File: src/bus_pkg.sv
package bus_pkg;

   // Master to slave signals of a Wishbone classic cycle.
   typedef struct packed {
      logic        cyc;
      logic        stb;
      logic        we;
      logic [31:0] adr;  // Byte address.
      logic [31:0] dat;
   } wb_req_t;

   typedef struct packed {
      logic        ack;
      logic [31:0] dat;
   } wb_rsp_t;

   typedef enum logic {
      DOP_LOAD,
      DOP_STORE
   } data_op_e;

   // Held stable by the requester until done.
   typedef struct packed {
      logic        valid;
      data_op_e    op;
      logic [31:0] addr;
      logic [31:0] wdata;
   } data_req_t;

endpackage

File: src/wb_arbiter.sv
module wb_arbiter (
   input  logic             clk_i,
   input  logic             rst_i,
   input  bus_pkg::wb_req_t m0_req_i,
   output bus_pkg::wb_rsp_t m0_rsp_o,
   input  bus_pkg::wb_req_t m1_req_i,
   output bus_pkg::wb_rsp_t m1_rsp_o,
   output bus_pkg::wb_req_t s_req_o,
   input  bus_pkg::wb_rsp_t s_rsp_i
);

   logic busy_q;
   logic grant_q;  // 0 selects master 0.
   logic last_q;   // Winner of the previous grant.
   logic winner;
   logic granted_cyc;

   // On contention the master that lost last time goes first.
   always_comb begin
      if (m0_req_i.cyc && m1_req_i.cyc) begin
         winner = ~last_q;
      end else begin
         winner = m1_req_i.cyc;
      end
   end

   assign granted_cyc = grant_q ? m1_req_i.cyc : m0_req_i.cyc;

   always_ff @(posedge clk_i) begin
      if (!rst_i) begin
         busy_q  <= 1'b0;
         grant_q <= 1'b0;
         last_q  <= 1'b0;
      end else if (!busy_q) begin
         if (m0_req_i.cyc || m1_req_i.cyc) begin
            busy_q  <= 1'b1;
            grant_q <= winner;
            last_q  <= winner;
         end
      end else if (!granted_cyc) begin
         busy_q <= 1'b0;  // Bus idles one cycle before the next grant.
      end
   end

   always_comb begin
      s_req_o  = '0;
      m0_rsp_o = '0;
      m1_rsp_o = '0;
      if (busy_q) begin
         if (grant_q) begin
            s_req_o  = m1_req_i;
            m1_rsp_o = s_rsp_i;
         end else begin
            s_req_o  = m0_req_i;
            m0_rsp_o = s_rsp_i;
         end
      end
   end

endmodule

File: config.mk
export PLATFORM = sky130hd
export DESIGN_NAME = wb_arbiter
export DESIGN_NICKNAME = d
export VERILOG_FILES = /design/src/bus_pkg.sv /design/src/wb_arbiter.sv
export SDC_FILE = /design/constraint.sdc
export NUM_CORES = 1
export LEC_CHECK = 0
export BUFFER_PORTS_ARGS = -buffer_cell sky130_fd_sc_hd__buf_2
export CORE_AREA = 8 8 112 114
export DETAILED_ROUTE_END_ITERATION = 16
export DIE_AREA = 0 0 120 122
export PLACE_DENSITY = 0.57
export SYNTH_ARGS = -nofsm -noshare
export SYNTH_HDL_FRONTEND = slang
export SYNTH_SLANG_ARGS = --single-unit
File: constraint.sdc
create_clock -name clk_i -period 2.1 [get_ports clk_i]
set_input_delay 0 -clock clk_i [delete_from_list [all_inputs] [get_ports clk_i]]
set_output_delay 0 -clock clk_i [all_outputs]
set_load 0.005 [all_outputs]
Word level (Yosys, flattened, before mapping) --
Index checks and enable logic that the tools add are counted.
Operators by class: add/subtract/negate cells 0, multipliers 0, div/mod/pow operators 0, $lt $le $gt $ge 0, equal/unequal tests 0, shift-type cells 0, muxes and demuxes 11, bitwise operators 2, reductions and logical operators 3
Operators by type and width (count):
- 67-bit 2-to-1 mux | 2
- 33-bit 2-to-1 mux | 4
- 1-bit 2-to-1 mux | 5
- 1-bit NOT | 2
- 2-bit AND reduction | 1
- 1-bit logical AND | 1
- 1-bit logical OR | 1
Storage, ports and cells: flip-flop bits (word level) 2, latch bits 0, memory bits (writable) 0, memory bits (read-only) 0, output and inout bits 133, logic and storage cells 18, memories 0

Longest topological paths before layout --
Gate-level depths: netlist (run 1).
depth after elaboration 3, depth in mapped cells 5, mapped depth without buffers 2

Worst setup path before layout (run 1) --
OpenSTA, ideal clock, no wires.
kind register -> register, start register last_q (netlist name), end register busy_q, library setup time 127 ps, arrival 857 ps, data required time 1973 ps, setup slack 1116 ps, cell stages (with the launch flop) 5, cells stage by stage dfxtp_1 -> buf_6 -> buf_12 -> mux2i_1 -> a21oi_1
RTL lines:
- end signal, assigned | line wb_arbiter.sv:31 | busy_q <= 1'b0;
- end signal, assigned | line wb_arbiter.sv:36 | busy_q <= 1'b1;
- end signal, assigned | line wb_arbiter.sv:41 | busy_q <= 1'b0;
- end, declared | line wb_arbiter.sv:12 | logic busy_q;

==> metrics, run 1 <==
normalized max-slew margin between 60% and 70%; Worst R2R Path Depth 3; FF-to-FF Start last_q; I/O pin total 302; # setup viols final 0; r2r endpoint busy_q; H-tree depth 1; P_leak 2.12 nW; top-area cell type share of the netlist area a little under two fifths; Setup Fix Bufs, Post-CTS 0; placed instance area 3320 um2; detailed-route via count 2,678; max-cap violation count 0; Die ar. between 10,000 and 15,000 um2; required time worst endpoint 2100 ps; Die Y ~120 um; clk root buf clkbuf_8; DP HPWL between 8000 and 9000 um; Sink Count 2; post-synthesis sequential area ratio 2.21%; Synth area leader mux2i_1; max-slew violations 0; Mapped Avg Cell Area 7.74 um2; crit path launch type flop; CP cell instances buf_4, mux2i_1, nor2b_1, buf_2; ys async rst share 0%; syn nets 403; P per Cell Area between 200 and 300 nW/um2; cell row count 38; share of cells above drive strength 1 60.2%; drt wl/cell 14.5 um; number of CTS-inserted buffers 3; largest net degree at the start of global routing 58; crit end category primary output; Peak Freq roughly 650 MHz; clock-pin slew on the worst setup and hold paths 30 ps; CP arrival 1540 ps; RSZ-0062 raised after global routing no; Initial Utilization 16.9%; synth-to-layout area growth 86.0%; initial antenna violation count 0; max incr delay on CP 460 ps; GR Util All Layers 11.5%; grt total ovfl 0; Nets approximately 700; synth cell count leaders 68 x nor2b_1, 67 x mux2i_1, 33 x and2_1, 33 x and3_1, 14 x clkbuf_1; Total Wirelength 9530 um; Main synth FF type dfxtp_1; Via density 4.07; min cycle time layout 1540 ps; Synth Cell Area between 1500 and 2000 um2; Buffers on Ports 301; number of flops mapped to enable cells by yosys 0; gpl congestion about 0.82; Hold Buf Count CTS 0; fin crit share around 73%; initial drt markers 58; Min Hold Slack 46.0 ps; hold path cells 2; Final Hold Viols 0; fin area 3370 um2; vias in the first global route 2,763; most common cell in the synthesized netlist nor2b_1; flops & latches, synth 2; Hold EP last_q; Clock Latency Late Sink 210 ps; Max Clock Skew 2.90 ps; clk buf depth 2; first-pass GRT wire length approximately 14,000 um; Final Core Density 31.5%; Worst Hold Class in -> reg; Residual DRC 0; CP Class reg -> out; total negative slack 0 ps; Slew @ Worst Pin 558 ps; count of different cell masters after synthesis 15; slowest CP cell buf_4; Die W 120 um; maximum vdd ir drop 204 uV; synthesized netlist cell count between 200 and 250; core region area around 11,000 um2; final antenna-violating net count 0; 1st-pass router iterations 4; synth top area cells mux2i_1 37%, nor2b_1 23%, and2_1 11%; outcome finished clean; FF-to-FF setup slack 900 ps; warnings from Yosys 0; post_cts resized 0; TritonCTS clock tree done; beginning of the worst hold path rst_i; largest fanout on the critical path 45
## cell families after synthesis
family	Yosys count	synth area share [%]
muxes	67	37.0
AOI/OAI and AO/OA	3	1.11
and+or+nand+nor	136	47.5
DFF	2	2.21
buffers and inverters	26	12.2
## worst max-delay path: cells and delay by family, from the launching register on
kind | cells | cell delay [ps]
AND/OR/NAND/NOR | 1 | 70
multiplexers | 1 | 270
buffers and inverters | 2 | 580
flip-flops | 1 | 360
## metrics by stage
stage | power (mW) | setup slack [ps] | instances
CTS | 0.901 | 563 | 657
floorplan | 0.435 | 1120 | 234
finish | 0.885 | 563 | 658
detailed placement | 0.734 | 790 | 653
global route | 0.964 | 466 | 657
global placement | 0.719 | 849 | 653
## flip-flops by register name (all words and copies together) (netlist names)
name,count
busy_q,1
last_q,1
## cell type report
class	instances	area, um2
Sequential cell	2	45.0
Timing Repair Buffer	305	1550
Tap cell	140	175
Multi-Input combinational cell	206	1550
Antenna cell	1	2.50
Clock buffer	4	45.0
Fill cell	1171	7330
## layer usage
metal / track usage (%) / share of wire, % / up-vias
met2: 21.1 / 50 / 165
met4: 0.703 / 0.17 / 0
met5: 0 / 0 / -
met1: 11.3 / 35 / 1157
met3: 6.99 / 14 / 2
li1: - / - / 1354
## power by group
part | internal, mW | switching (mW) | total [mW]
clock network | 0.129 | 0.0326 | 0.162
registers | 0.0421 | 0.00430 | 0.0464
logic | 0.373 | 0.303 | 0.677
total | 0.544 | 0.340 | 0.885
## cell usage in the layout, fill, tap and decap left out
master / synthesis / routed
buf_4: 2 / 3
mux2i_1: 67 / 67
clkbuf_1: 14 / 1
nor2b_1: 68 / 68
and2_1: 33 / 33
nor2b_4: 1 / 1
clkbuf_8: 0 / 3
and3_1: 33 / 33
diode_2: 0 / 1
a21oi_1: 1 / 1
dfxtp_4: 0 / 1
dfxtp_2: 0 / 1
o211a_1: 1 / 1
buf_12: 6 / 1
o21ai_0: 1 / 1
nand3b_1: 1 / 1
buf_2: 0 / 301
## worst max-delay path by stage
| stage | from | depth (start not counted) | slack, ps | endpoint |
|---|---|---|---|---|
| 4_1_cts | last_q | 4 | 560 | s_req_o[0] |
| 5_1_grt | last_q | 4 | 470 | s_req_o[0] |
| 2_1_floorplan | last_q | 4 | 1120 | busy_q |
| 3_3_place_gp | last_q | 4 | 850 | s_req_o[10] |
| 3_5_place_dp | last_q | 4 | 790 | s_req_o[0] |
| 6_report | last_q | 4 | 560 | s_req_o[0] |
Power figures use the tool's default switching activity.
==> run 2, diff against run 1 <==
- PLACE_DENSITY: 0.57 -> 0.59
- clock period: 2.1 -> 1.4 ns (I/O delays scaled with it)
==> run 2 against run 1 <==
Against the previous run:
- register-to-register slack got worse by 630 ps
- first-iteration DRC count is 16% higher
- flip-flop and latch count stayed put
- global-route usage grew 0.98 points
- core utilization is 1.2 points higher
- cell count increased by 0.61%
- critical path type unchanged
- largest cell class is now non-clock buffers
==> metrics, run 2 (synthesis results as in run 1) <==
r2r endpoint busy_q; Residual DRC 0; first-pass GRT wire length 15,300 um; met3 usage under 10%; Total Wirelength slightly above 10,000 um; biggest regs busy_q (1), last_q (1); share of cells above drive strength 1 60.9%; min cycle time layout 1360 ps; Initial Utilization between 10% and 20%; 1st-pass router iterations 6; # setup viols final 0; initial antenna violation count 0; clk buf depth 2; P per Cell Area 407 nW/um2; FF-to-FF Start last_q; GR Util All Layers between 10% and 20%; vias in the first global route 3,030; Max Clock Skew 5.02 ps; H-tree depth 1; CP Class reg -> out; crit end category primary output; outcome finished clean; fin crit share 97.1%; Antenna Cells 0; Peak Freq 735 MHz; maximum vdd ir drop ~230 uV; TritonCTS clock tree done; number of CTS-inserted buffers 3; grt total ovfl 0; crit path launch type flop; Worst R2R Path Depth 3; Worst Hold Class in -> reg; synth-to-layout area growth 93.3%; Slew @ Worst Pin 338 ps; Min Hold Slack 28.7 ps; Crit. Startpoint last_q; CP endpoint s_req_o[3]; largest fanout on the critical path 28; RSZ-0062 raised after global routing yes; core region area 10,700 um2; Final Hold Viols 0; register area ~45 um2; initial drt markers 67; Buffers on Ports ~300; Final Non-Filler Cells 662; Clock Latency Late Sink 210 ps; commonest non-fill, non-tap cell in the layout buf_2; Via density around 4.2; Hold Buf Count CTS 0; GRT busiest layer met2; max-slew violations 0; FF-to-FF setup slack 270 ps; final antenna-violating net count 0; P_leak 2.17 nW; detailed-route via count 2,767; drt wl/cell between 15 and 20 um; CP arrival 1360 ps; most frequent cells in the layout 301 x buf_2, 68 x nor2b_1, 65 x mux2i_1, 33 x and2_1, 33 x and3_1; required time worst endpoint 1400 ps; DP HPWL 8680 um; met2 GRT Util 24.1%; dpl cells ~650; largest net degree at the start of global routing 103; Die Y approximately 120 um; Sink Count 2; gpl congestion 0.853; cell row count 38; Die ar. 14,600 um2; I/O pin total 302; global routing usage on met1 11.8%; normalized max-slew margin about 77%; clock-pin slew on the worst setup and hold paths 30 ps; Layout fillers between 1,000 and 1,500; multi-input logic area 1570 um2; max-cap violation count 0; clk root buf clkbuf_8; Nets 692; Die W 120 um
## run 2: cell count changes in the layout (fill, tap and decap cells not counted)
cell,previous run,this run
buf_16,0,3
buf_6,0,1
clkbuf_16,0,1
diode_2,1,0
mux2i_1,67,65
mux2i_2,0,1
mux2i_4,0,1
## run 2: per-stage QoR
| step | power (mW) | setup slack, ps | util [%] | instance area, um2 | setup TNS, ps |
|---|---|---|---|---|---|
| 2_1_floorplan | 0.653 | 416 | - | 1810 | 0 |
| 3_3_place_gp | 1.10 | 175 | 31.3 | 3340 | 0 |
| 3_5_place_dp | 1.13 | 128 | 31.3 | 3340 | 0 |
| 4_1_cts | 1.42 | -4.27 | 32.3 | 3450 | -6.89 |
| 5_1_grt | 1.55 | -41.1 | 32.7 | 3500 | -383 |
| 6_report | 1.42 | 40.3 | 32.7 | 3500 | 0 |
## run 2: repair_timing
item                       4_1_cts  5_1_grt
gates cloned                     1        1
setup endpoints to repair       28       45
resized for setup                2        5
buffers inserted                 2        1
## run 2: layer usage
layer,wire length (um),share of wire [%]
met5,0,0
met4,34,0.33
met2,5370,52
met3,1360,13
met1,3540,34
## run 2: area by class of cell
type | count | area share, %
Clock buffer | 4 | 1.29
Multi-Input combinational cell | 206 | 44.8
Sequential cell | 2 | 1.29
Tap cell | 140 | 5.01
Timing Repair Buffer | 310 | 47.7
## run 2: worst min-delay path by stage
stage	cells after the start	slack [ps]	endpoint	from
floorplan	1	110	m0_rsp_o[0]	s_rsp_i[0]
global placement	2	240	last_q	rst_i
detailed placement	2	250	last_q	rst_i
CTS	2	20	last_q	rst_i
global route	2	20	last_q	rst_i
finish	2	30	last_q	rst_i
## run 2: where the power goes
| group | switching (mW) | internal [mW] | total, mW |
|---|---|---|---|
| logic | 0.477 | 0.620 | 1.10 |
| clock network | 0.0516 | 0.194 | 0.245 |
| registers | 0.0177 | 0.0633 | 0.0810 |
## run 2: worst max-delay path, cell delays in order, from the launching register on
cell	delay (ps)
dfxtp_4	460
buf_16	240
mux2i_1	220
nor2b_1	80
buf_2	130
