<file path="config.mk">
export PLATFORM = sky130hd
export DESIGN_NAME = icache_ctrl
export DESIGN_NICKNAME = d
export VERILOG_FILES = /design/src/icache_pkg.sv /design/src/bus_pkg.sv /design/src/icache_ctrl.sv
export VERILOG_INCLUDE_DIRS = /design/src
export SDC_FILE = /design/constraint.sdc
export NUM_CORES = 1
export LEC_CHECK = 0
export BUFFER_PORTS_ARGS = -buffer_cell sky130_fd_sc_hd__buf_2
export CELL_PAD_IN_SITES_DETAIL_PLACEMENT = 1
export CELL_PAD_IN_SITES_GLOBAL_PLACEMENT = 1
export CORE_AREA = 5 5 148 150
export CTS_BUF_LIST = sky130_fd_sc_hd__clkbuf_8
export CTS_CLUSTER_DIAMETER = 30
export DETAILED_ROUTE_END_ITERATION = 8
export DIE_AREA = 0 0 153 155
export PLACE_DENSITY = 0.82
export SETUP_SLACK_MARGIN = 0.02
export SYNTH_ARGS = -nofsm -noshare
export SYNTH_HDL_FRONTEND = slang
export SYNTH_SLANG_ARGS = --single-unit
</file>
<file path="constraint.sdc">
create_clock -name clk_i -period 5.1 [get_ports clk_i]
set_clock_uncertainty 0.2 [all_clocks]
set_input_delay 0.255 -clock clk_i [delete_from_list [all_inputs] [get_ports clk_i]]
set_output_delay 0.255 -clock clk_i [all_outputs]
set_load 0.02 [all_outputs]
</file>
<file path="src/fetch_macros.svh">
`ifndef FETCH_MACROS_SVH
`define FETCH_MACROS_SVH

// Direct-mapped instruction cache geometry.
`define ICACHE_LINES 16
`define IDX_BITS     4
`define LINE_WORDS   4
`define OFS_BITS     2

// Main memory depth in 32-bit words.
`define MEM_WORDS    1024

`endif
</file>
<file path="src/icache_pkg.sv">
`include "fetch_macros.svh"

package icache_pkg;

   typedef enum logic [1:0] {
      IC_IDLE,
      IC_LOOKUP,
      IC_REFILL,  // Line beats on the bus.
      IC_FILL     // Array write and delivery check.
   } ictrl_state_e;

   typedef struct packed {
      logic        valid;
      logic [31:0] pc;
      logic [31:0] instr;
   } fetch_rsp_t;

   // Word 0 sits in the low 32 bits.
   typedef logic [`LINE_WORDS-1:0][31:0] line_t;

endpackage

</file>
<file path="src/bus_pkg.sv">
package bus_pkg;

   // Master to slave signals of a Wishbone classic cycle.
   typedef struct packed {
      logic        cyc;
      logic        stb;
      logic        we;
      logic [31:0] adr;  // Byte address.
      logic [31:0] dat;
   } wb_req_t;

   typedef struct packed {
      logic        ack;
      logic [31:0] dat;
   } wb_rsp_t;

   typedef enum logic {
      DOP_LOAD,
      DOP_STORE
   } data_op_e;

   // Held stable by the requester until done.
   typedef struct packed {
      logic        valid;
      data_op_e    op;
      logic [31:0] addr;
      logic [31:0] wdata;
   } data_req_t;

endpackage

</file>
<file path="src/icache_ctrl.sv">
`include "fetch_macros.svh"

module icache_ctrl (
   input  logic                   clk_i,
   input  logic                   rst_i,
   input  logic                   stall_i,
   input  logic [31:0]            fetch_pc_i,
   output icache_pkg::fetch_rsp_t fetch_rsp_o,
   input  logic                   hit_i,
   input  logic [31:0]            hit_word_i,
   output logic                   wr_en_o,
   output logic [31:0]            wr_pc_o,
   output icache_pkg::line_t      wr_line_o,
   output bus_pkg::wb_req_t       wb_req_o,
   input  bus_pkg::wb_rsp_t       wb_rsp_i
);

   icache_pkg::ictrl_state_e state_q;
   icache_pkg::ictrl_state_e state_d;

   logic [`OFS_BITS-1:0] beat_q;
   logic                 last_beat;
   logic                 beat_ack;
   logic [31:0]          miss_pc_q;
   icache_pkg::line_t    line_q;
   logic                 fill_wr_q;
   logic                 stb_gap_q;

   assign last_beat = &beat_q;
   assign beat_ack  = (state_q == icache_pkg::IC_REFILL) && wb_rsp_i.ack;

   always_comb begin
      state_d     = state_q;
      fetch_rsp_o = '0;
      case (state_q)
         icache_pkg::IC_IDLE: begin
            if (!stall_i) state_d = icache_pkg::IC_LOOKUP;
         end
         icache_pkg::IC_LOOKUP: begin
            if (!stall_i) begin
               if (hit_i) begin
                  fetch_rsp_o.valid = 1'b1;
                  fetch_rsp_o.pc    = fetch_pc_i;
                  fetch_rsp_o.instr = hit_word_i;
                  state_d           = icache_pkg::IC_IDLE;
               end else begin
                  state_d = icache_pkg::IC_REFILL;
               end
            end
         end
         icache_pkg::IC_REFILL: begin
            if (beat_ack && last_beat) state_d = icache_pkg::IC_FILL;
         end
         icache_pkg::IC_FILL: begin
            if (!stall_i) begin
               // The pc may have moved on while the line was coming in.
               if (fetch_pc_i == miss_pc_q) begin
                  fetch_rsp_o.valid = 1'b1;
                  fetch_rsp_o.pc    = miss_pc_q;
                  fetch_rsp_o.instr = line_q[miss_pc_q[2 +: `OFS_BITS]];
               end
               state_d = icache_pkg::IC_IDLE;
            end
         end
         default: state_d = icache_pkg::IC_IDLE;
      endcase
   end

   always_ff @(posedge clk_i) begin
      if (!rst_i) begin
         state_q   <= icache_pkg::IC_IDLE;
         beat_q    <= '0;
         fill_wr_q <= 1'b0;
         stb_gap_q <= 1'b0;
      end else begin
         state_q   <= state_d;
         fill_wr_q <= beat_ack && last_beat;  // One cycle, on entry to fill.
         stb_gap_q <= beat_ack;  // Stb low for one cycle after each ack.
         if (beat_ack) beat_q <= beat_q + 1'b1;  // Wraps to zero after the last beat.
      end
   end

   always_ff @(posedge clk_i) begin
      if (state_q == icache_pkg::IC_LOOKUP && state_d == icache_pkg::IC_REFILL) begin
         miss_pc_q <= fetch_pc_i;
      end
      if (beat_ack) begin
         line_q[beat_q] <= wb_rsp_i.dat;
      end
   end

   // Cyc stays up across all beats of the refill.
   always_comb begin
      wb_req_o = '0;
      if (state_q == icache_pkg::IC_REFILL) begin
         wb_req_o.cyc = 1'b1;
         wb_req_o.stb = !stb_gap_q;
         wb_req_o.adr = {miss_pc_q[31:`OFS_BITS+2], beat_q, 2'b00};
      end
   end

   assign wr_en_o   = fill_wr_q;
   assign wr_pc_o   = miss_pc_q;
   assign wr_line_o = line_q;

endmodule

</file>
== Word level (Yosys, flattened, before mapping) ==
Cells that the tools add are included.

* Bits in registers: 166
* Input bits: 101
* Output and inout bits: 293
* Word-level logic and storage cells: 43

* $add $sub $neg: 1
* $lt $le $gt $ge: 3
* Equal/unequal tests: 5
* Muxes and demuxes: 18
* Reductions and logical operators: 7

{| class="wikitable"
|+ Operators with widths
! cell !! count
|-
| two-way mux 65 bit || 4
|-
| case mux 65 bit (2 select lines) || 1
|-
| bitwise mux 128 bit || 1
|-
| two-way mux 32 bit || 3
|-
| binary-select mux 32 bit (select 2 bit) || 1
|-
| demux 32 bit (select 2 bit) || 1
|-
| equality test 32 bit || 1
|-
| two-way mux 2 bit || 6
|-
| case mux 2 bit (4 select lines) || 1
|-
| equality test 2 bit (second input constant) || 3
|-
| < comparator 2 x 3 -> 1 bit (second input constant) || 2
|-
| logical AND 1 bit || 4
|-
| adder 2 x 1 -> 2 bit (second input constant) || 1
|-
| equality test 2 x 1 -> 1 bit (second input constant) || 1
|-
| greater-or-equal comparator 2 x 1 -> 1 bit (second input constant) || 1
|-
| zero test 2 bit || 1
|-
| AND reduction 2 bit || 1
|-
| zero test 1 bit || 1
|}

== Logic depth before layout (Yosys ltp) ==
* Depth after elaboration: 7
* Depth in mapped cells: 8
* Depth with buffers taken out: 5

== Least setup slack after synthesis ==
No wires, ideal clock.

* Path kind: register -> register
* From: reg state_q[0]
* To: reg miss_pc_q[0], in the netlist wr_pc_o[0], enable pin
* Setup time: 0.463 ns
* Arrival: 2.869 ns
* Required time: 4.437 ns
* Setup slack: 1.568 ns
* Stages on the path, launching flop included: 3
* Buffers on the path: 0
* Period minus slack after synthesis: 3.532 ns
* Cell sequence: dfxtp_1 > or2b_1 > nor3_1

* Cells in the longest elaborated chain, start to end: 7
* Elaborated cells between the ends (all ways): 13
* Those cells by class: 4 x eq/ne; 5 x mux; 4 x reduce/logical

{| class="wikitable"
|+ Ends and longest elaborated chain
! item !! RTL line !! source
|-
| start, declared || icache_ctrl.sv:18 || <nowiki>icache_pkg::ictrl_state_e state_q;</nowiki>
|-
| start signal, assigned || icache_ctrl.sv:71 || <nowiki>state_q <= icache_pkg::IC_IDLE;</nowiki>
|-
| start signal, assigned || icache_ctrl.sv:76 || <nowiki>state_q <= state_d;</nowiki>
|-
| equality test 2 bit || icache_ctrl.sv:30, icache_ctrl.sv:35 ||
|-
| logical AND 1 bit || icache_ctrl.sv:30 || <nowiki>assign beat_ack = (state_q == icache_pkg::IC_REFILL) && wb_rsp_i.ack;</nowiki>
|-
| logical AND 1 bit || icache_ctrl.sv:52 || <nowiki>if (beat_ack && last_beat) state_d = icache_pkg::IC_FILL;</nowiki>
|-
| two-way mux 2 bit || icache_ctrl.sv:52 ||
|-
| case mux 2 bit (4 select lines) || icache_ctrl.sv:35 || <nowiki>case (state_q)</nowiki>
|-
| equality test 2 bit || icache_ctrl.sv:84 || <nowiki>if (state_q == icache_pkg::IC_LOOKUP && state_d == icache_pkg::IC_REFILL) begin</nowiki>
|-
| logical AND 1 bit (*) || icache_ctrl.sv:84 ||
|-
| end signal, assigned || icache_ctrl.sv:85 || <nowiki>miss_pc_q <= fetch_pc_i;</nowiki>
|-
| end, declared || icache_ctrl.sv:24 || <nowiki>logic [31:0] miss_pc_q;</nowiki>
|}

Every way passes the cells marked *; elsewhere a longest branch is shown, timed or not.
A chain may end at the register's enable or synchronous reset.

==> results.txt <==
----------------------------------------------------
[Logic synthesis]
  Post-synthesis area per instance ... 17.2 um^2
  Number of enable flip-flop cells after synthesis ... 160
  Sequential area share after synthesis ... 0.668
  Post-synth top area share ... 0.652
  Most used standard cells in the synthesized netlist ... sky130_fd_sc_hd__edfxtp_1 (160), sky130_fd_sc_hd__a22o_1 (64), sky130_fd_sc_hd__buf_4 (37)
  FFs w/ async S/R, synth ... 0
  Yosys cell types ... 31
  Cell types with the largest area share after synthesis ... sky130_fd_sc_hd__edfxtp_1 (65%), sky130_fd_sc_hd__mux4_2 (9.8%), sky130_fd_sc_hd__a22o_1 (7.6%), sky130_fd_sc_hd__xor2_1 (3.8%), sky130_fd_sc_hd__buf_4 (3.8%)
  Most instantiated flip-flop cell in the synthesis netlist ... sky130_fd_sc_hd__edfxtp_1
  Leading cell type by number of instances after synthesis ... sky130_fd_sc_hd__edfxtp_1
  Area of the mapped netlist ... 0.00737 mm^2
  Library cell occupying the most area in the post-synthesis netlist ... sky130_fd_sc_hd__edfxtp_1
  Synth warn ... 0
  Post-Synthesis Cells ... 428
  Flip-flop and latch count after synthesis ... 166

[STA]
  Post-Route Setup TNS ... 0 ns
  Worst slew margin ... 0.345
  Final Hold Viols ... 0
  Peak clock frequency supported by timing ... 278 MHz
  Fraction of the cycle the final worst path needs ... 0.706
  Shortest clock period the worst path allows after layout ... 3.60 ns
  Max-slew violations ... 0
  Setup repair after global routing missed its margin ... false
  Setup violation total in the final timing report ... 0
  Worst Max-Slew Pin Slew ... 0.983 ns

[GRT]
  Via count of the first global-routing pass ... 6418
  First-pass GRT wire length ... 41300 um
  GRT overflow ... 0
  Antenna violations before repair ... 0
  Maximum number of pins on one net before global-route repair ... 66
  Overall fraction of global-route tracks in use ... 0.231

[Critical path]
  FF-to-FF path depth ... 3
  Endpoint of the worst register-to-register path ... wr_line_o[58]
  Cells along the critical path ... xor2_1 > nor4_1 > nand3_1 > nor3_4 > buf_4 > a22o_1 > buf_2
  Crit Reg-Reg Startpoint ... state_q[1]
  Slowest cell on the critical path ... sky130_fd_sc_hd__buf_4
  Nature of the critical path endpoint ... primary output
  Number of buffers and inverters on the critical path ... 2
  Data required time of the worst path ... 4.64 ns
  Critical path arrival ... 3.15 ns
  Largest delay share family, worst path ... buffers and inverters
  Critical setup path kind ... register to primary output
  Startpoint class of the critical path ... register
  Largest incremental delay on the critical path ... 0.66 ns
  R2R Setup Slk ... 2.77 ns
  Largest fanout on the critical path ... 65

[Route]
  Average wire per standard cell ... 24.6 um
  Via-per-instance ratio ... 5.06
  Vias after detailed routing ... 5770
  Overall routed net length ... 28100 um
  Length of the first detailed-routing pass in iterations ... 5
  DRC marker count from the first detailed-route iteration ... 279
  Drt drc ... 0
  Antenna Violating Nets Remaining ... 0

[Flow run]
  Max-cap violation count ... 0

[Min path]
  Terminating pin of the worst hold path ... wr_pc_o[1]
  Number of stages on the worst hold path ... 3
  Hold WC Path Type ... primary input to register
  Hold_sp ... hit_i

[Floorplanning]
  Top-level port count ... 394
  Standard cell core area ... 0.0206 mm^2
  Die Wd ... 153 um
  Die span in y ... 155 um
  Full die area ... 0.0237 mm^2
  Initial cell density of the core ... 0.358
  Count of standard-cell rows ... 53

[Power]
  Psw ... 0.748 mW
  Fraction of power consumed by combinational cells ... 0.091
  Power share of the sequential group ... 0.553
  Areal power density over the cells ... 263 mW/mm^2
  Switching Fraction ... 0.274
  Leakage Power ... 4.47 nW
  Internal power component ... 1.99 mW
  Maximum vdd ir drop ... 0.231 mV
  Portion of total power attributed to the clock network ... 0.356

[Finish]
  Layout cells sized above 1 ... 0.505
  Net count, final ... 958
  Area growth from synthesis to layout ... 41.1%
  Post-route standard cell area excluding fillers ... 0.0104 mm^2
  Count of inserted antenna diode cells ... 0

[CTS]
  Count of clock tree sinks ... 166
  Clock-pin slew reported for the worst setup and hold paths after clock tree synthesis ... 0.10 ns
  H-tree depth ... 4
  CTS-repair resized insts ... 0
  Post-CTS setup-driven buffer insertion count ... 0
  Clock network latency to the later pin of the worst-skew pair ... 0.45 ns
  Clock tree from TritonCTS ... yes
  Number of buffers created by CTS ... 17
  Clock root buffer ... sky130_fd_sc_hd__clkbuf_8
  CTS Buffer Depth ... 2

[Placed design]
  Cell area reported after detailed placement ... 0.00931 mm^2
  DP HPWL ... 19400 um
  Final weighted congestion in routability-driven placement ... 0.793
  IO Port Bufs ... 358

[Run status]
  Outcome ... finished, final reports clean

----------------------------------------------------
## logic make-up (layout without fill, tap and decap cells)
kind of cell,count (synthesis),count (layout),synth area share
AND/OR/NAND/NOR,61,61,0.0506
adder cells (fa/ha/maj),4,4,0.00679
flip-flops,166,166,0.668
buffers and inverters,63,467,0.0569
XOR/XNOR,33,33,0.0392
multiplexers,32,32,0.0978
AO/OA/AOI/OAI,68,68,0.0798
other,1,35,0.000509
## state kept, by name (all words and copies together) (netlist names)
signal	cells
wr_pc_o	32
stb_gap_q	1
wr_en_o	1
state_q	2
beat_q	2
wr_line_o	128
## worst max path at each step
stage / start / to / slack [ns] / depth (start not counted)
2_1_floorplan: state_q[0] / wr_pc_o[0] / 1.57 / 2
3_3_place_gp: wr_pc_o[26] / fetch_rsp_o[11] / 1.98 / 7
3_5_place_dp: wr_pc_o[26] / fetch_rsp_o[19] / 1.95 / 7
4_1_cts: wr_pc_o[26] / fetch_rsp_o[19] / 1.42 / 7
5_1_grt: wr_pc_o[26] / fetch_rsp_o[7] / 1.28 / 7
6_report: wr_pc_o[7] / fetch_rsp_o[25] / 1.50 / 7
## layout by cell type, fill, tap and decap left out, drive strengths merged, types with 5 or more instances in the layout
| cell | synthesis | layout |
|---|---|---|
| clkbuf | 8 | 17 |
| edfxtp | 160 | 160 |
| and3 | 5 | 5 |
| inv | 2 | 10 |
| buf | 53 | 366 |
| nor4 | 7 | 7 |
| xor2 | 32 | 32 |
| clkinv | 0 | 7 |
| conb | 1 | 35 |
| and2 | 32 | 32 |
| mux4 | 32 | 32 |
| dfxtp | 6 | 6 |
| dlygate4sd3 | 0 | 67 |
| a22o | 64 | 64 |
## power groups by stage
stage / registers [mW] / logic, mW / clock network (mW)
2_1_floorplan: 1.55 / 0.113 / 0
3_3_place_gp: 1.54 / 0.196 / 0
3_5_place_dp: 1.54 / 0.203 / 0
4_1_cts: 1.51 / 0.245 / 0.987
5_1_grt: 1.51 / 0.265 / 1.06
6_report: 1.51 / 0.248 / 0.974
## what timing repair did
action | CTS | global route
hold endpoints to repair | 166 | 0
endpoints found under the setup margin | 0 | 0
hold buffers | 67 | 0
## cell type report
class,instances,area [um^2]
Sequential cell,166,4920
Multi-Input combinational cell,233,2170
Fill cell,2160,10200
Inverter,2,7.51
Timing Repair Buffer,433,2530
Clock buffer,17,234
Tap cell,275,344
Clock inverter,15,178
## layer usage
layer / global-route usage / part of all wire
met2: 0.432 / 0.54
met5: 0 / 0
met1: 0.232 / 0.33
met4: 0.0929 / 0.034
met3: 0.0873 / 0.099
## tightest hold or removal path: stages
cell and delay [ns]:
sky130_fd_sc_hd__buf_2 0.09, sky130_fd_sc_hd__nor3_2 0.04, sky130_fd_sc_hd__buf_4 0.26
## metrics by stage
stage	worst slack [ns]	total power [mW]	hold WS, ns	std cells	util
floorplan	1.57	1.66	0.154	462	-
finish	1.50	2.73	0.220	1141	0.506
global route	1.28	2.84	0.211	1141	0.506
CTS	1.42	2.74	0.197	1141	0.506
global placement	1.98	1.74	0.268	1042	0.453
detailed placement	1.95	1.75	0.275	1042	0.453
Power figures use the tool's default switching activity.
