File: config.mk
export PLATFORM = sky130hd
export DESIGN_NAME = data_port
export DESIGN_NICKNAME = d
export VERILOG_FILES = /design/src/bus_pkg.sv /design/src/data_port.sv
export SDC_FILE = /design/constraint.sdc
export NUM_CORES = 1
export LEC_CHECK = 0
export BUFFER_PORTS_ARGS = -buffer_cell sky130_fd_sc_hd__buf_2
export CAP_MARGIN = 10
export CORE_AREA = 5 5 75 77
export CTS_BUF_LIST = sky130_fd_sc_hd__clkbuf_4 sky130_fd_sc_hd__clkbuf_8
export CTS_CLUSTER_SIZE = 14
export DETAILED_ROUTE_END_ITERATION = 12
export DIE_AREA = 0 0 80 82
export PLACE_DENSITY = 0.81
export SLEW_MARGIN = 5
export SYNTH_ARGS = -nofsm -noshare
export SYNTH_HDL_FRONTEND = slang
export SYNTH_SLANG_ARGS = --single-unit
File: constraint.sdc
create_clock -name clk_i -period 5.65 [get_ports clk_i]
set_input_delay 0.565 -clock clk_i [delete_from_list [all_inputs] [get_ports clk_i]]
set_output_delay 0.565 -clock clk_i [all_outputs]
set_load 0.01 [all_outputs]
File: src/bus_pkg.sv
package bus_pkg;

   // Master to slave signals of a Wishbone classic cycle.
   typedef struct packed {
      logic        cyc;
      logic        stb;
      logic        we;
      logic [31:0] adr;  // Byte address.
      logic [31:0] dat;
   } wb_req_t;

   typedef struct packed {
      logic        ack;
      logic [31:0] dat;
   } wb_rsp_t;

   typedef enum logic {
      DOP_LOAD,
      DOP_STORE
   } data_op_e;

   // Held stable by the requester until done.
   typedef struct packed {
      logic        valid;
      data_op_e    op;
      logic [31:0] addr;
      logic [31:0] wdata;
   } data_req_t;

endpackage

File: src/data_port.sv
module data_port (
   input  logic               clk_i,
   input  logic               rst_i,
   input  bus_pkg::data_req_t dreq_i,
   output logic               dp_done_o,
   output logic [31:0]        dp_rdata_o,
   output bus_pkg::wb_req_t   wb_req_o,
   input  bus_pkg::wb_rsp_t   wb_rsp_i
);

   typedef enum logic {
      DP_IDLE,
      DP_BUS
   } dp_state_e;

   dp_state_e   state_q;
   logic        done_q;
   logic [31:0] rdata_q;

   always_ff @(posedge clk_i) begin
      if (!rst_i) begin
         state_q <= DP_IDLE;
         done_q  <= 1'b0;
      end else begin
         done_q <= 1'b0;
         case (state_q)
            DP_IDLE: begin
               // Still the old request while done is showing.
               if (dreq_i.valid && !done_q) state_q <= DP_BUS;
            end
            DP_BUS: begin
               if (wb_rsp_i.ack) begin
                  state_q <= DP_IDLE;
                  done_q  <= 1'b1;
               end
            end
            default: state_q <= DP_IDLE;
         endcase
      end
   end

   always_ff @(posedge clk_i) begin
      if (state_q == DP_BUS && wb_rsp_i.ack && dreq_i.op == bus_pkg::DOP_LOAD) begin
         rdata_q <= wb_rsp_i.dat;
      end
   end

   always_comb begin
      wb_req_o     = '0;
      wb_req_o.cyc = (state_q == DP_BUS);
      wb_req_o.stb = (state_q == DP_BUS);
      wb_req_o.we  = (dreq_i.op == bus_pkg::DOP_STORE);
      wb_req_o.adr = dreq_i.addr;
      wb_req_o.dat = dreq_i.wdata;
   end

   assign dp_done_o  = done_q;
   assign dp_rdata_o = rdata_q;

endmodule

### Word level (Yosys, flattened, before mapping)

Index checks and enable logic that the tools add are counted.

| word-level totals | value |
|---|---|
| bits in registers | 34 |
| bits in latches | 0 |
| RAM bits | 0 |
| bits in read-only memories | 0 |
| memories | 0 |

| cells by class | value |
|---|---|
| $add $sub $neg | 0 |
| $mul | 0 |
| div/mod/pow operators | 0 |
| magnitude comparators | 0 |
| equal/unequal tests | 0 |
| shift operators | 0 |
| mux-type cells | 4 |
| bitwise logic cells | 2 |
| reductions and logical operators | 5 |

Operators by type and width:

| operator | number |
|---|---|
| $logic_and 1x1->1 | 3 |
| $mux 1 | 3 |
| $not 1->1 | 2 |
| $pmux 1 s2 | 1 |
| $reduce_and 2->1 | 1 |
| $logic_not 1->1 | 1 |

### Longest topological paths before layout

Gate-level depths: netlist of the first run.

| logic depth | value |
|---|---|
| word-level depth | 4 |
| gate-level depth with buffers | 2 |

### Worst setup path before layout of the first run

OpenSTA, ideal clock, no wires.

| timing path | value |
|---|---|
| path type | input port to flip-flop |
| start | input wb_rsp_i[32] in the netlist's numbering |
| end | register rdata_q[0], in the netlist dp_rdata_o[0], enable pin |
| setup time | 0.421 ns |
| arrival time | 1.972 ns |
| required time | 5.229 ns |
| slack | 3.257 ns |
| stages on the path | 2 |
| buffers on the path | 0 |
| cell sequence | nand2_1 -> nor2_1 |

| on the way | value |
|---|---|
| cells in the longest elaborated chain, start to end | 2 |

RTL lines:

| element | RTL line | text |
|---|---|---|
| start: declaration | data_port.sv:8 | `input bus_pkg::wb_rsp_t wb_rsp_i` |
| $logic_and 1x1->1 (2 in a row) | data_port.sv:43 | `if (state_q == DP_BUS && wb_rsp_i.ack && dreq_i.op == bus_pkg::DOP_LOAD) begin` |
| end signal: assignment | data_port.sv:44 | `rdata_q <= wb_rsp_i.dat;` |
| end: declaration | data_port.sv:18 | `logic [31:0] rdata_q;` |

Every way passes these cells.
A chain may end at the register's enable or synchronous reset.

### Final worst setup path of the first run

| timing path | value |
|---|---|
| start | register state_q |
| end | output wb_req_o[66] in the netlist's numbering |

RTL lines:

| element | RTL line | text |
|---|---|---|
| start: declaration | data_port.sv:16 | `dp_state_e state_q;` |
| start signal: assignment | data_port.sv:22 | `state_q <= DP_IDLE;` |
| start signal: assignment | data_port.sv:29 | `if (dreq_i.valid && !done_q) state_q <= DP_BUS;` |
| start signal: assignment | data_port.sv:33 | `state_q <= DP_IDLE;` |
| end: declaration | data_port.sv:7 | `output bus_pkg::wb_req_t wb_req_o,` |

No word-level cell between the ends.

==> results of run 1 <==
[final cells by class]
class | instances | area, sq um
Fill cell | 497 | 3312
Clock inverter | 3 | 68.82
Multi-Input combinational cell | 6 | 38.79
Clock buffer | 5 | 68.82
Timing Repair Buffer | 73 | 367.9
Tap cell | 70 | 87.58
Sequential cell | 34 | 1001
[final timing paths]
kind                      start  cells past startpoint                        to  slack (ns)
max          state_q$_SDFF_PN0_                      1              wb_req_o[66]        4.26
min                wb_rsp_i[22]                      1  dp_rdata_o[22]$_DFFE_PP_        0.46
max reg2reg  state_q$_SDFF_PN0_                      3  dp_rdata_o[16]$_DFFE_PP_        4.40
min reg2reg  state_q$_SDFF_PN0_                      1      dp_done_o$_SDFF_PN0_        0.57
[routing by layer]
metal / GRT usage [%] / share of wire, %
met1: 5.017 / 27
met4: 10.47 / 8.2
met5: 0 / 0
met2: 12.33 / 47
met3: 4.057 / 18
[registers in the layout, indices dropped and copies added, names as in the netlist]
register and flops:
dp_rdata_o 32, dp_done_o 1, state_q 1
[synth_stat cells, drive strengths merged]
| cell type | instances | area share, % |
|---|---|---|
| edfxtp | 32 | 62 |
| dfxtp | 2 | 2.6 |
| nor2b | 1 | 0.41 |
| nand2 | 1 | 0.24 |
| buf | 67 | 33 |
| o21a | 1 | 0.49 |
| and3 | 1 | 0.49 |
| nor2 | 1 | 0.24 |
| nor3b | 1 | 0.49 |
[stage by stage]
stage / area (sq um) / cells / setup slack, ns / utilization, %
2_1_floorplan: 1540 / 107 / 3.257 / -
3_3_place_gp: 1495 / 183 / 4.156 / 30.24
3_5_place_dp: 1495 / 183 / 4.122 / 30.24
4_1_cts: 1633 / 191 / 4.241 / 33.02
5_1_grt: 1633 / 191 / 4.179 / 33.02
6_report: 1633 / 191 / 4.260 / 33.02
[cell families after synthesis]
logic type	synth area share, %
buffers and inverters	32.66
AND/OR/NAND/NOR	1.869
AO/OA/AOI/OAI	0.4876
flip-flops	64.99
[power groups by stage]
stage          Sequential (W)  Clock [W]  Combinational (W)
3_5_place_dp         0.000289          0          0.0000260
4_1_cts              0.000283   0.000268          0.0000261
3_3_place_gp         0.000289          0          0.0000249
6_report             0.000283   0.000260          0.0000252
2_1_floorplan        0.000292          0          0.0000527
5_1_grt              0.000284   0.000279          0.0000280
==> qor.yml, run 1 <==
min_period_ns: 1.390
grt_max_degree: 33
clk_transition_reported_paths_ns: 0.07
p_leak_nw: 0.6819
period_share_pct: 24.59
maxSlewHeadroom_pct: 74.72
dieArea_sq_mm: 0.006560
hold_viol_final: 0
rows: 26
wl_mm: 2.642
tightest_slew_ns: 0.3792
ys_ff_latch: 34
arrival_ns: 0.82
hp-class: "primary input to register"
cp_slowest_stage_delay_ns: 0.39
swShare_pct: 16.96
end_kind: "output pin"
slew_violations: 0
worst_clock_skew_ns: 0.006753
mostFrequentLayoutCells: "72 x buf_2, 32 x edfxtp_1, 5 x clkbuf_8"
grt_overflow: 0
timing.fmax_mhz: 719.7
startpoint_type: "register"
power.total_w: 0.0005685
htreeDepth: 2
combPwrFrac_pct: 4.4
antenna_found_initial: 0
rsz0062_at_grt: "no"
drc: 0
fin_nets: 221
via_per_inst: 3.796
clock-sinks: 34
path_cells: "buf_2"
power_density_mw_per_mm2: 348.2
clock_latency_ns: 0.28
synth.avg_cell_area_sq_um: 14.39
cpMaxStageDelayCell: "dfxtp_1"
die_w_um: 80
setup_viol: 0
first_global_vias: 705
drtAntennaViolNets: 0
cts_tree: "done"
synth_warnings: 0
critical_path_class: "register to output pin"
post_cts_resized: 0
fin_hold_ws_ns: 0.4566
syn_nets: 208
p_clk_share_pct: 45.7
crit_required_ns: 5.09
netlist_instances: 107
worst-path-buf-inv: 1
cts-root-buf: "clkbuf_8"
ir_worst_vdd_uv: 128.7
netlist_area_sq_mm: 0.001540
p_switching_w: 0.00009644
area_growth_pct: 6.012
final_common_cell: "buf_2"
io_pins: 201
vias: 725
port_buffers: 72
seq_power_share_pct: 49.9
yosysSeqAreaShare_pct: 64.99
drv_cap: 0
ctsHoldBuffers: 0
gp_congestion: 0.6805
final.setup.tns_ns: 0
initial_core_util_pct: 31.15
core_area_sq_mm: 0.004945
fp.dieH_um: 82
wire_per_inst_um: 13.83
firstDrtPassIters: 4
n_antenna_cell: 0
post_cts_buffers: 0
crit_family: "flip-flops"
ys_types: 9
critPathMaxFanout: 6
cts_buffers: 5
grt_use_total_pct: 7.488
grt_pass1_wl_mm: 3.512
status: "finished clean"
ctsLongestPathBuffers: 2
dr.first_iter.drc_count: 12
intPower_w: 0.0004721
layout-drive-gt1-share_pct: 68.60
(Power assumes the default switching activity.)
==> run 2, diff against run 1 <==
--- a/config.mk
+++ b/config.mk
@@ -5,13 +5,15 @@
 export SDC_FILE = /design/constraint.sdc
 export NUM_CORES = 1
 export LEC_CHECK = 0
+export ABC_AREA = 1
 export BUFFER_PORTS_ARGS = -buffer_cell sky130_fd_sc_hd__buf_2
 export CAP_MARGIN = 10
-export CORE_AREA = 5 5 75 77
+export CORE_ASPECT_RATIO = 2
+export CORE_MARGIN = 5
+export CORE_UTILIZATION = 32
 export CTS_BUF_LIST = sky130_fd_sc_hd__clkbuf_4 sky130_fd_sc_hd__clkbuf_8
 export CTS_CLUSTER_SIZE = 14
 export DETAILED_ROUTE_END_ITERATION = 12
-export DIE_AREA = 0 0 80 82
 export PLACE_DENSITY = 0.81
 export SLEW_MARGIN = 5
 export SYNTH_ARGS = -nofsm -noshare
==> constraint.sdc (replaced) <==
create_clock -name clk_i -period 1.45 [get_ports clk_i]
set_input_delay 0.145 -clock clk_i [delete_from_list [all_inputs] [get_ports clk_i]]
set_output_delay 0.145 -clock clk_i [all_outputs]
set_load 0.01 [all_outputs]
==> qor.yml, run 2 <==
synth.avg_cell_area_sq_um: 14.07  # -2.3%
grt_max_degree: 21  # -36%
maxSlewHeadroom_pct: 83.87  # +9.2 points
largest_reg_flops: 32  # unchanged
startpoint_type: "register"
vias: 740  # +2.1%
die_w_um: 59.18  # -26%
final_cells: 180  # -5.8%
period_share_pct: 79.15
worstRegToRegCells: 3  # unchanged
fp.dieH_um: 108.4  # +32%
synth_compound_area_share_pct: 0.5659  # +0.078 points
final.setup.tns_ns: 0  # unchanged
crit_family: "flip-flops"
slew_violations: 0  # unchanged
clk_transition_reported_paths_ns: 0.06  # about the same
ctsLongestPathBuffers: 2  # unchanged
wire_per_inst_um: 16.18  # +17%
synth_top_family_by_area: "buffers and inverters"
htreeDepth: 2  # unchanged
ctsHoldBuffers: 0  # unchanged
netlist_area_sq_mm: 0.001548  # +0.49%
synth_top_area_cell: "edfxtp_1"
worst-path-buf-inv: 1  # unchanged
yosys.area_share.adder_pct: 0  # unchanged
antenna_found_initial: 0  # unchanged
mostFrequentLayoutCells: "72 x buf_2, 32 x edfxtp_1, 7 x clkbuf_8"
tightest_slew_ns: 0.2419  # -0.1373 ns
synth-xor-area-share_pct: 0  # unchanged
gp_congestion: 0.6279  # -7.7%
cp_slowest_stage_delay_ns: 0.37  # -0.02 ns
status: "finished clean"
async_flop_share_pct: 0  # unchanged
grt_overflow: 0  # unchanged
min_period_ns: 1.148
critPathMaxFanout: 20  # +14
synth_warnings: 0  # unchanged
area_growth_pct: 3.153
dieArea_sq_mm: 0.006412  # -2.3%
hp-class: "primary input to register"
end_kind: "register"
worst_clock_skew_ns: 0.0008144  # -0.005939 ns
timing.fmax_mhz: 871.4
arrival_ns: 1.11  # +0.29 ns
cpMaxStageDelayCell: "dfxtp_1"
cts-root-buf: "clkbuf_8"
dp.cells: 172  # -6.0%
yosysSeqAreaShare_pct: 64.67  # -0.32 points
ys_types: 8  # -1
critical_path_class: "register to register"
synth.most_common_cell: "buf_4"
n_antenna_cell: 0  # unchanged
syn_nets: 211  # +1.4%
netlist_instances: 110  # +2.8%
drv_cap: 0  # unchanged
cp.depth: 3  # +2
synth_edf_count: 32  # unchanged
power_density_mw_per_mm2: 1217  # +250%
path_cells: "nand2_2 > nor2_4 > buf_4"
dr.first_iter.drc_count: 11  # -1
rows: 35  # +35%
ys_ff_latch: 34  # unchanged
rrSetupSlack_ns: 0.30  # -4.10 ns
post_cts_resized: 0  # unchanged
setup_viol: 0  # unchanged
dp_hpwl_mm: 2.418
port_buffers: 72  # unchanged
synthTopCellsByCount: "67 x buf_4, 32 x edfxtp_1, 3 x inv_1"
post_cts_buffers: 0  # unchanged
drc: 0  # unchanged
muxShareOfSynthArea_pct: 0  # unchanged
whs_path_depth: 1  # unchanged
grt_use_total_pct: 9.266  # +1.8 points
ys_top_cells_by_area: "edfxtp_1 62%, buf_4 32%, dfxtp_1 2.6%"
ir_worst_vdd_uv: 753.7  # +490%
first_global_vias: 799  # +13%
hold_viol_final: 0  # unchanged
p_leak_nw: 0.6808  # -0.16%
drtAntennaViolNets: 0  # unchanged
initial_core_util_pct: 33.34  # +2.2 points
synth_simple_gate_area_share_pct: 1.536  # -0.33 points
crit_required_ns: 1.41  # -3.68 ns
io_pins: 201  # unchanged
layout-drive-gt1-share_pct: 68.00  # -0.60 points
rsz0062_at_grt: "no"
cts_buffers: 5  # unchanged
synth_largest_type_area_fraction_pct: 62.09  # -0.30 points
clock-sinks: 34  # unchanged
firstDrtPassIters: 3  # -1
grt_pass1_wl_mm: 4.071  # +16%
final_common_cell: "buf_2"
wl_mm: 2.912  # +10%
fin_nets: 225  # +1.8%
clock_latency_ns: 0.27  # about the same
core_area_sq_mm: 0.004642  # -6.1%
cts_tree: "done"
synth-main-ff-cell: "edfxtp_1"
via_per_inst: 4.111  # +8.3%
-- run 2: cell count changes after synthesis, sizes merged --
cell and change:
a21oi +1, and3 -1, inv +3, nand2 +2, nor2 +1, nor2b -1, nor3b -1, o21a -1
-- run 2: worst paths after layout --
check | from | to
max | state_q$_SDFF_PN0_ | dp_rdata_o[12]$_DFFE_PP_
min | wb_rsp_i[20] | dp_rdata_o[20]$_DFFE_PP_
max reg2reg | state_q$_SDFF_PN0_ | dp_rdata_o[12]$_DFFE_PP_
min reg2reg | state_q$_SDFF_PN0_ | state_q$_SDFF_PN0_
-- run 2: worst register-to-register path: cells and delay by family, from the launching register on --
kind | cells | cell delay, ns
flip-flops | 1 | 0.37
buffers and inverters | 1 | 0.26
AND/OR/NAND/NOR | 2 | 0.20
-- run 2: through the flow --
stage | total power [W] | area (sq um) | util, % | setup slack, ns | hold slack, ns
after global routing | 0.002023 | 1597 | 34.39 | 0.2600 | 0.02708
after floorplan | 0.001354 | 1555 | - | 0.1087 | 0.2439
after global placement | 0.001242 | 1496 | 32.24 | 0.3354 | 0.2901
after CTS | 0.001981 | 1597 | 34.39 | 0.2905 | 0.02812
after detailed placement | 0.001247 | 1496 | 32.24 | 0.2991 | 0.2901
final | 0.001943 | 1597 | 34.39 | 0.3024 | 0.04242
-- run 2: layout make-up --
type | instances | area [sq um]
Clock buffer | 7 | 96.34
Clock inverter | 1 | 3.754
Fill cell | 491 | 3045
Inverter | 3 | 11.26
Multi-Input combinational cell | 6 | 40.04
Sequential cell | 34 | 1001
Tap cell | 55 | 68.82
Timing Repair Buffer | 74 | 375.4
-- run 2: cell families (layout without fill, tap and decap cells) --
kind of cell | count (synthesis) | count (layout)
buffers and inverters | 70 | 85
AO/OA/AOI/OAI | 1 | 1
flip-flops | 34 | 34
AND/OR/NAND/NOR | 5 | 5
-- run 2: power breakdown --
group | switching [W] | leakage, nW | internal, W | total, W
registers | 0.00000675 | 0.307 | 0.00110 | 0.00111
logic | 0.0000568 | 0.322 | 0.0000569 | 0.000114
clock network | 0.000295 | 0.0519 | 0.000425 | 0.000720
-- run 2: metal layers --
layer	up-vias	wire [um]	global-route usage, %
li1	321	-	-
met1	307	896	8.143
met2	73	1336	12.42
met3	39	328	3.704
met4	0	351	14.42
met5	-	0	0
==> run 3, diff against run 2 <==
--- a/config.mk
+++ b/config.mk
@@ -10,11 +10,11 @@
 export CAP_MARGIN = 10
 export CORE_ASPECT_RATIO = 2
 export CORE_MARGIN = 5
-export CORE_UTILIZATION = 32
+export CORE_UTILIZATION = 29
 export CTS_BUF_LIST = sky130_fd_sc_hd__clkbuf_4 sky130_fd_sc_hd__clkbuf_8
 export CTS_CLUSTER_SIZE = 14
 export DETAILED_ROUTE_END_ITERATION = 12
-export PLACE_DENSITY = 0.81
+export PLACE_DENSITY = 0.78
 export SLEW_MARGIN = 5
 export SYNTH_ARGS = -nofsm -noshare
 export SYNTH_HDL_FRONTEND = slang
==> constraint.sdc (replaced) <==
create_clock -name clk_i -period 1 [get_ports clk_i]
set_input_delay 0.1 -clock clk_i [delete_from_list [all_inputs] [get_ports clk_i]]
set_output_delay 0.1 -clock clk_i [all_outputs]
set_load 0.01 [all_outputs]
==> qor.yml, run 3 (synthesis gave the netlist of run 2 again) <==
hold_end: "dp_rdata_o[18]$_DFFE_PP_"
drtAntennaViolNets: 0  # unchanged
swShare_pct: 20.64  # +2.2 points
core_area_sq_mm: 0.005185  # +12%
port_buffers: 72  # unchanged
grt_max_degree: 33  # +57%
cts-root-buf: "clkbuf_8"
largest_reg_flops: 32  # unchanged
rows: 37  # +5.7%
end_kind: "register"
seqCellArea_sq_mm: 0.001002  # +0.12%
status: "complete, but fails checks"
combPwrFrac_pct: 10.2  # +4.3 points
vias: 914  # +24%
worst-path-buf-inv: 1  # unchanged
grt_use_total_pct: 13.53  # +4.3 points
layout-drive-gt1-share_pct: 55.41  # -13 points
crit_required_ns: 0.98  # -0.43 ns
area_growth_pct: 24.98
min_period_ns: 1.036  # -0.1120 ns
post_cts_buffers: 0  # unchanged
die_w_um: 61.66  # +4.2%
via_per_inst: 4.251  # +3.4%
p_switching_w: 0.0005860  # +63%
maxSlewHeadroom_pct: 88.98  # +5.1 points
firstDrtPassIters: 4  # +1
power_density_mw_per_mm2: 1468  # +21%
dieArea_sq_mm: 0.006986  # +9.0%
final.setup.tns_ns: -1.009  # -1.009 ns
io_pins: 201  # unchanged
hold_viol_final: 0  # unchanged
period_share_pct: 103.6  # +24 points
critical_path_class: "register to register"
fillers: 490  # -0.20%
setup_viol: 32  # +32
drc: 0  # unchanged
worst_clock_skew_ns: 0.003437  # +0.002623 ns
worstRegToRegCells: 3  # unchanged
clk_transition_reported_paths_ns: 0.06  # about the same
grt_overflow: 0  # unchanged
drv_cap: 0  # unchanged
initial_core_util_pct: 29.85  # -3.5 points
slew_violations: 0  # unchanged
htreeDepth: 2  # unchanged
rsz0062_at_grt: "yes"
wl_mm: 4.718  # +62%
path_cells: "nand2_4 > nor2_4 > buf_12"
grt_pass1_wl_mm: 6.320  # +55%
cts_tree: "done"
seq_power_share_pct: 56.7  # -0.4 points
cpMaxStageDelayCell: "dfxtp_2"
final_common_cell: "buf_2"
violations: "setup timing"
cts_buffers: 5  # unchanged
p_clk_share_pct: 33.1  # -4.0 points
power.total_w: 0.002839  # +46%
final_cells: 215  # +19%
timing.fmax_mhz: 965.6  # +11%
n_antenna_cell: 0  # unchanged
antenna_found_initial: 0  # unchanged
p_leak_nw: 0.8159  # +20%
mostFrequentLayoutCells: "70 x buf_2, 32 x edfxtp_1, 31 x dlygate4sd3_1"
fin_nets: 257  # +14%
cp_slowest_stage_delay_ns: 0.35  # -0.02 ns
clock-sinks: 34  # unchanged
critPathMaxFanout: 32  # +60%
reg2reg_from: "state_q$_SDFF_PN0_"
tightest_slew_ns: 0.1653  # -0.07660 ns
intPower_w: 0.002253  # +42%
dp.cells: 176  # +2.3%
whs_path_depth: 1  # unchanged
ir_worst_vdd_uv: 1051  # +39%
fp.dieH_um: 113.3  # +4.6%
fin_hold_ws_ns: 0.01150  # -0.03092 ns
startpoint_type: "register"
dr.first_iter.drc_count: 26  # +15
multi_input_area_sq_um: 45.04  # +12%
rrSetupSlack_ns: -0.04  # -0.34 ns
gp_congestion: 0.6633  # +5.6%
setup_ws_ns: -0.03559  # -0.3380 ns
ctsLongestPathBuffers: 2  # unchanged
timing.rr.end: "dp_rdata_o[31]$_DFFE_PP_"
crit_family: "flip-flops"
clock_latency_ns: 0.28  # about the same
crit_start: "state_q$_SDFF_PN0_"
first_global_vias: 1107  # +39%
min_from: "wb_rsp_i[18]"
wire_per_inst_um: 21.94  # +36%
arrival_ns: 1.02  # -0.09 ns
hp-class: "primary input to register"
## run 3: changes by cell type in the layout (fill, tap and decap cells not counted)
cell / change
dlygate4sd3_1: +31
clkinvlp_4: +1
buf_12: +1
buf_2: -2
dfxtp_2: +1
clkbuf_8: -2
buf_6: +2
nand2_4: +1
dfxtp_1: -1
clkinv_2: +1
nand2_2: -1
## run 3: layout make-up
| class | count | area share, % |
|---|---|---|
| clock buffer | 5 | 3.558 |
| inverter | 3 | 0.5821 |
| sequential | 34 | 51.81 |
| multi-input combinational | 6 | 2.329 |
| timing repair buffer | 106 | 37.13 |
| clock inverter | 3 | 0.8409 |
| tap | 58 | 3.752 |
## run 3: power groups by stage
stage	registers (W)	clock network (W)	logic, W
4_1_cts	0.00161	0.000957	0.000277
5_1_grt	0.00161	0.00103	0.000314
3_5_place_dp	0.00164	0	0.000183
6_report	0.00161	0.000941	0.000289
3_3_place_gp	0.00164	0	0.000177
2_1_floorplan	0.00166	0	0.000308
## run 3: metal layers
layer / vias to the layer above / GRT usage (%) / routed length [um]
met5: - / 0 / 0
met1: 387 / 8.345 / 1020
met2: 74 / 18.89 / 2017
li1: 384 / - / -
met3: 69 / 10.50 / 974
met4: 0 / 18.84 / 705
## run 3: metrics by stage
step | area (sq um) | setup slack (ns) | util (%)
finish | 1934 | -0.03559 | 37.31
global route | 1934 | -0.07341 | 37.31
CTS | 1922 | -0.04014 | 37.07
detailed placement | 1526 | -0.02866 | 29.44
global placement | 1526 | -0.01333 | 29.44
floorplan | 1562 | -0.3191 | -
## run 3: how the worst max path moves through the flow
| stage | endpoint | slack (ns) | cells past startpoint |
|---|---|---|---|
| after floorplan | dp_rdata_o[0]$_DFFE_PP_ | -0.32 | 2 |
| after CTS | dp_rdata_o[31]$_DFFE_PP_ | -0.04 | 3 |
| after global placement | dp_rdata_o[5]$_DFFE_PP_ | -0.01 | 3 |
| after detailed placement | dp_rdata_o[4]$_DFFE_PP_ | -0.03 | 3 |
| final | dp_rdata_o[31]$_DFFE_PP_ | -0.04 | 3 |
| after global routing | dp_rdata_o[14]$_DFFE_PP_ | -0.07 | 3 |
## run 3: what timing repair did
action | in CTS | in global routing
setup endpoints to repair | 32 | 34
cloned | 0 | 0
gates resized for setup | 0 | 2
hold buffers | 31 | 0
hold endpoints to repair | 31 | 0
pin swaps | 0 | 0
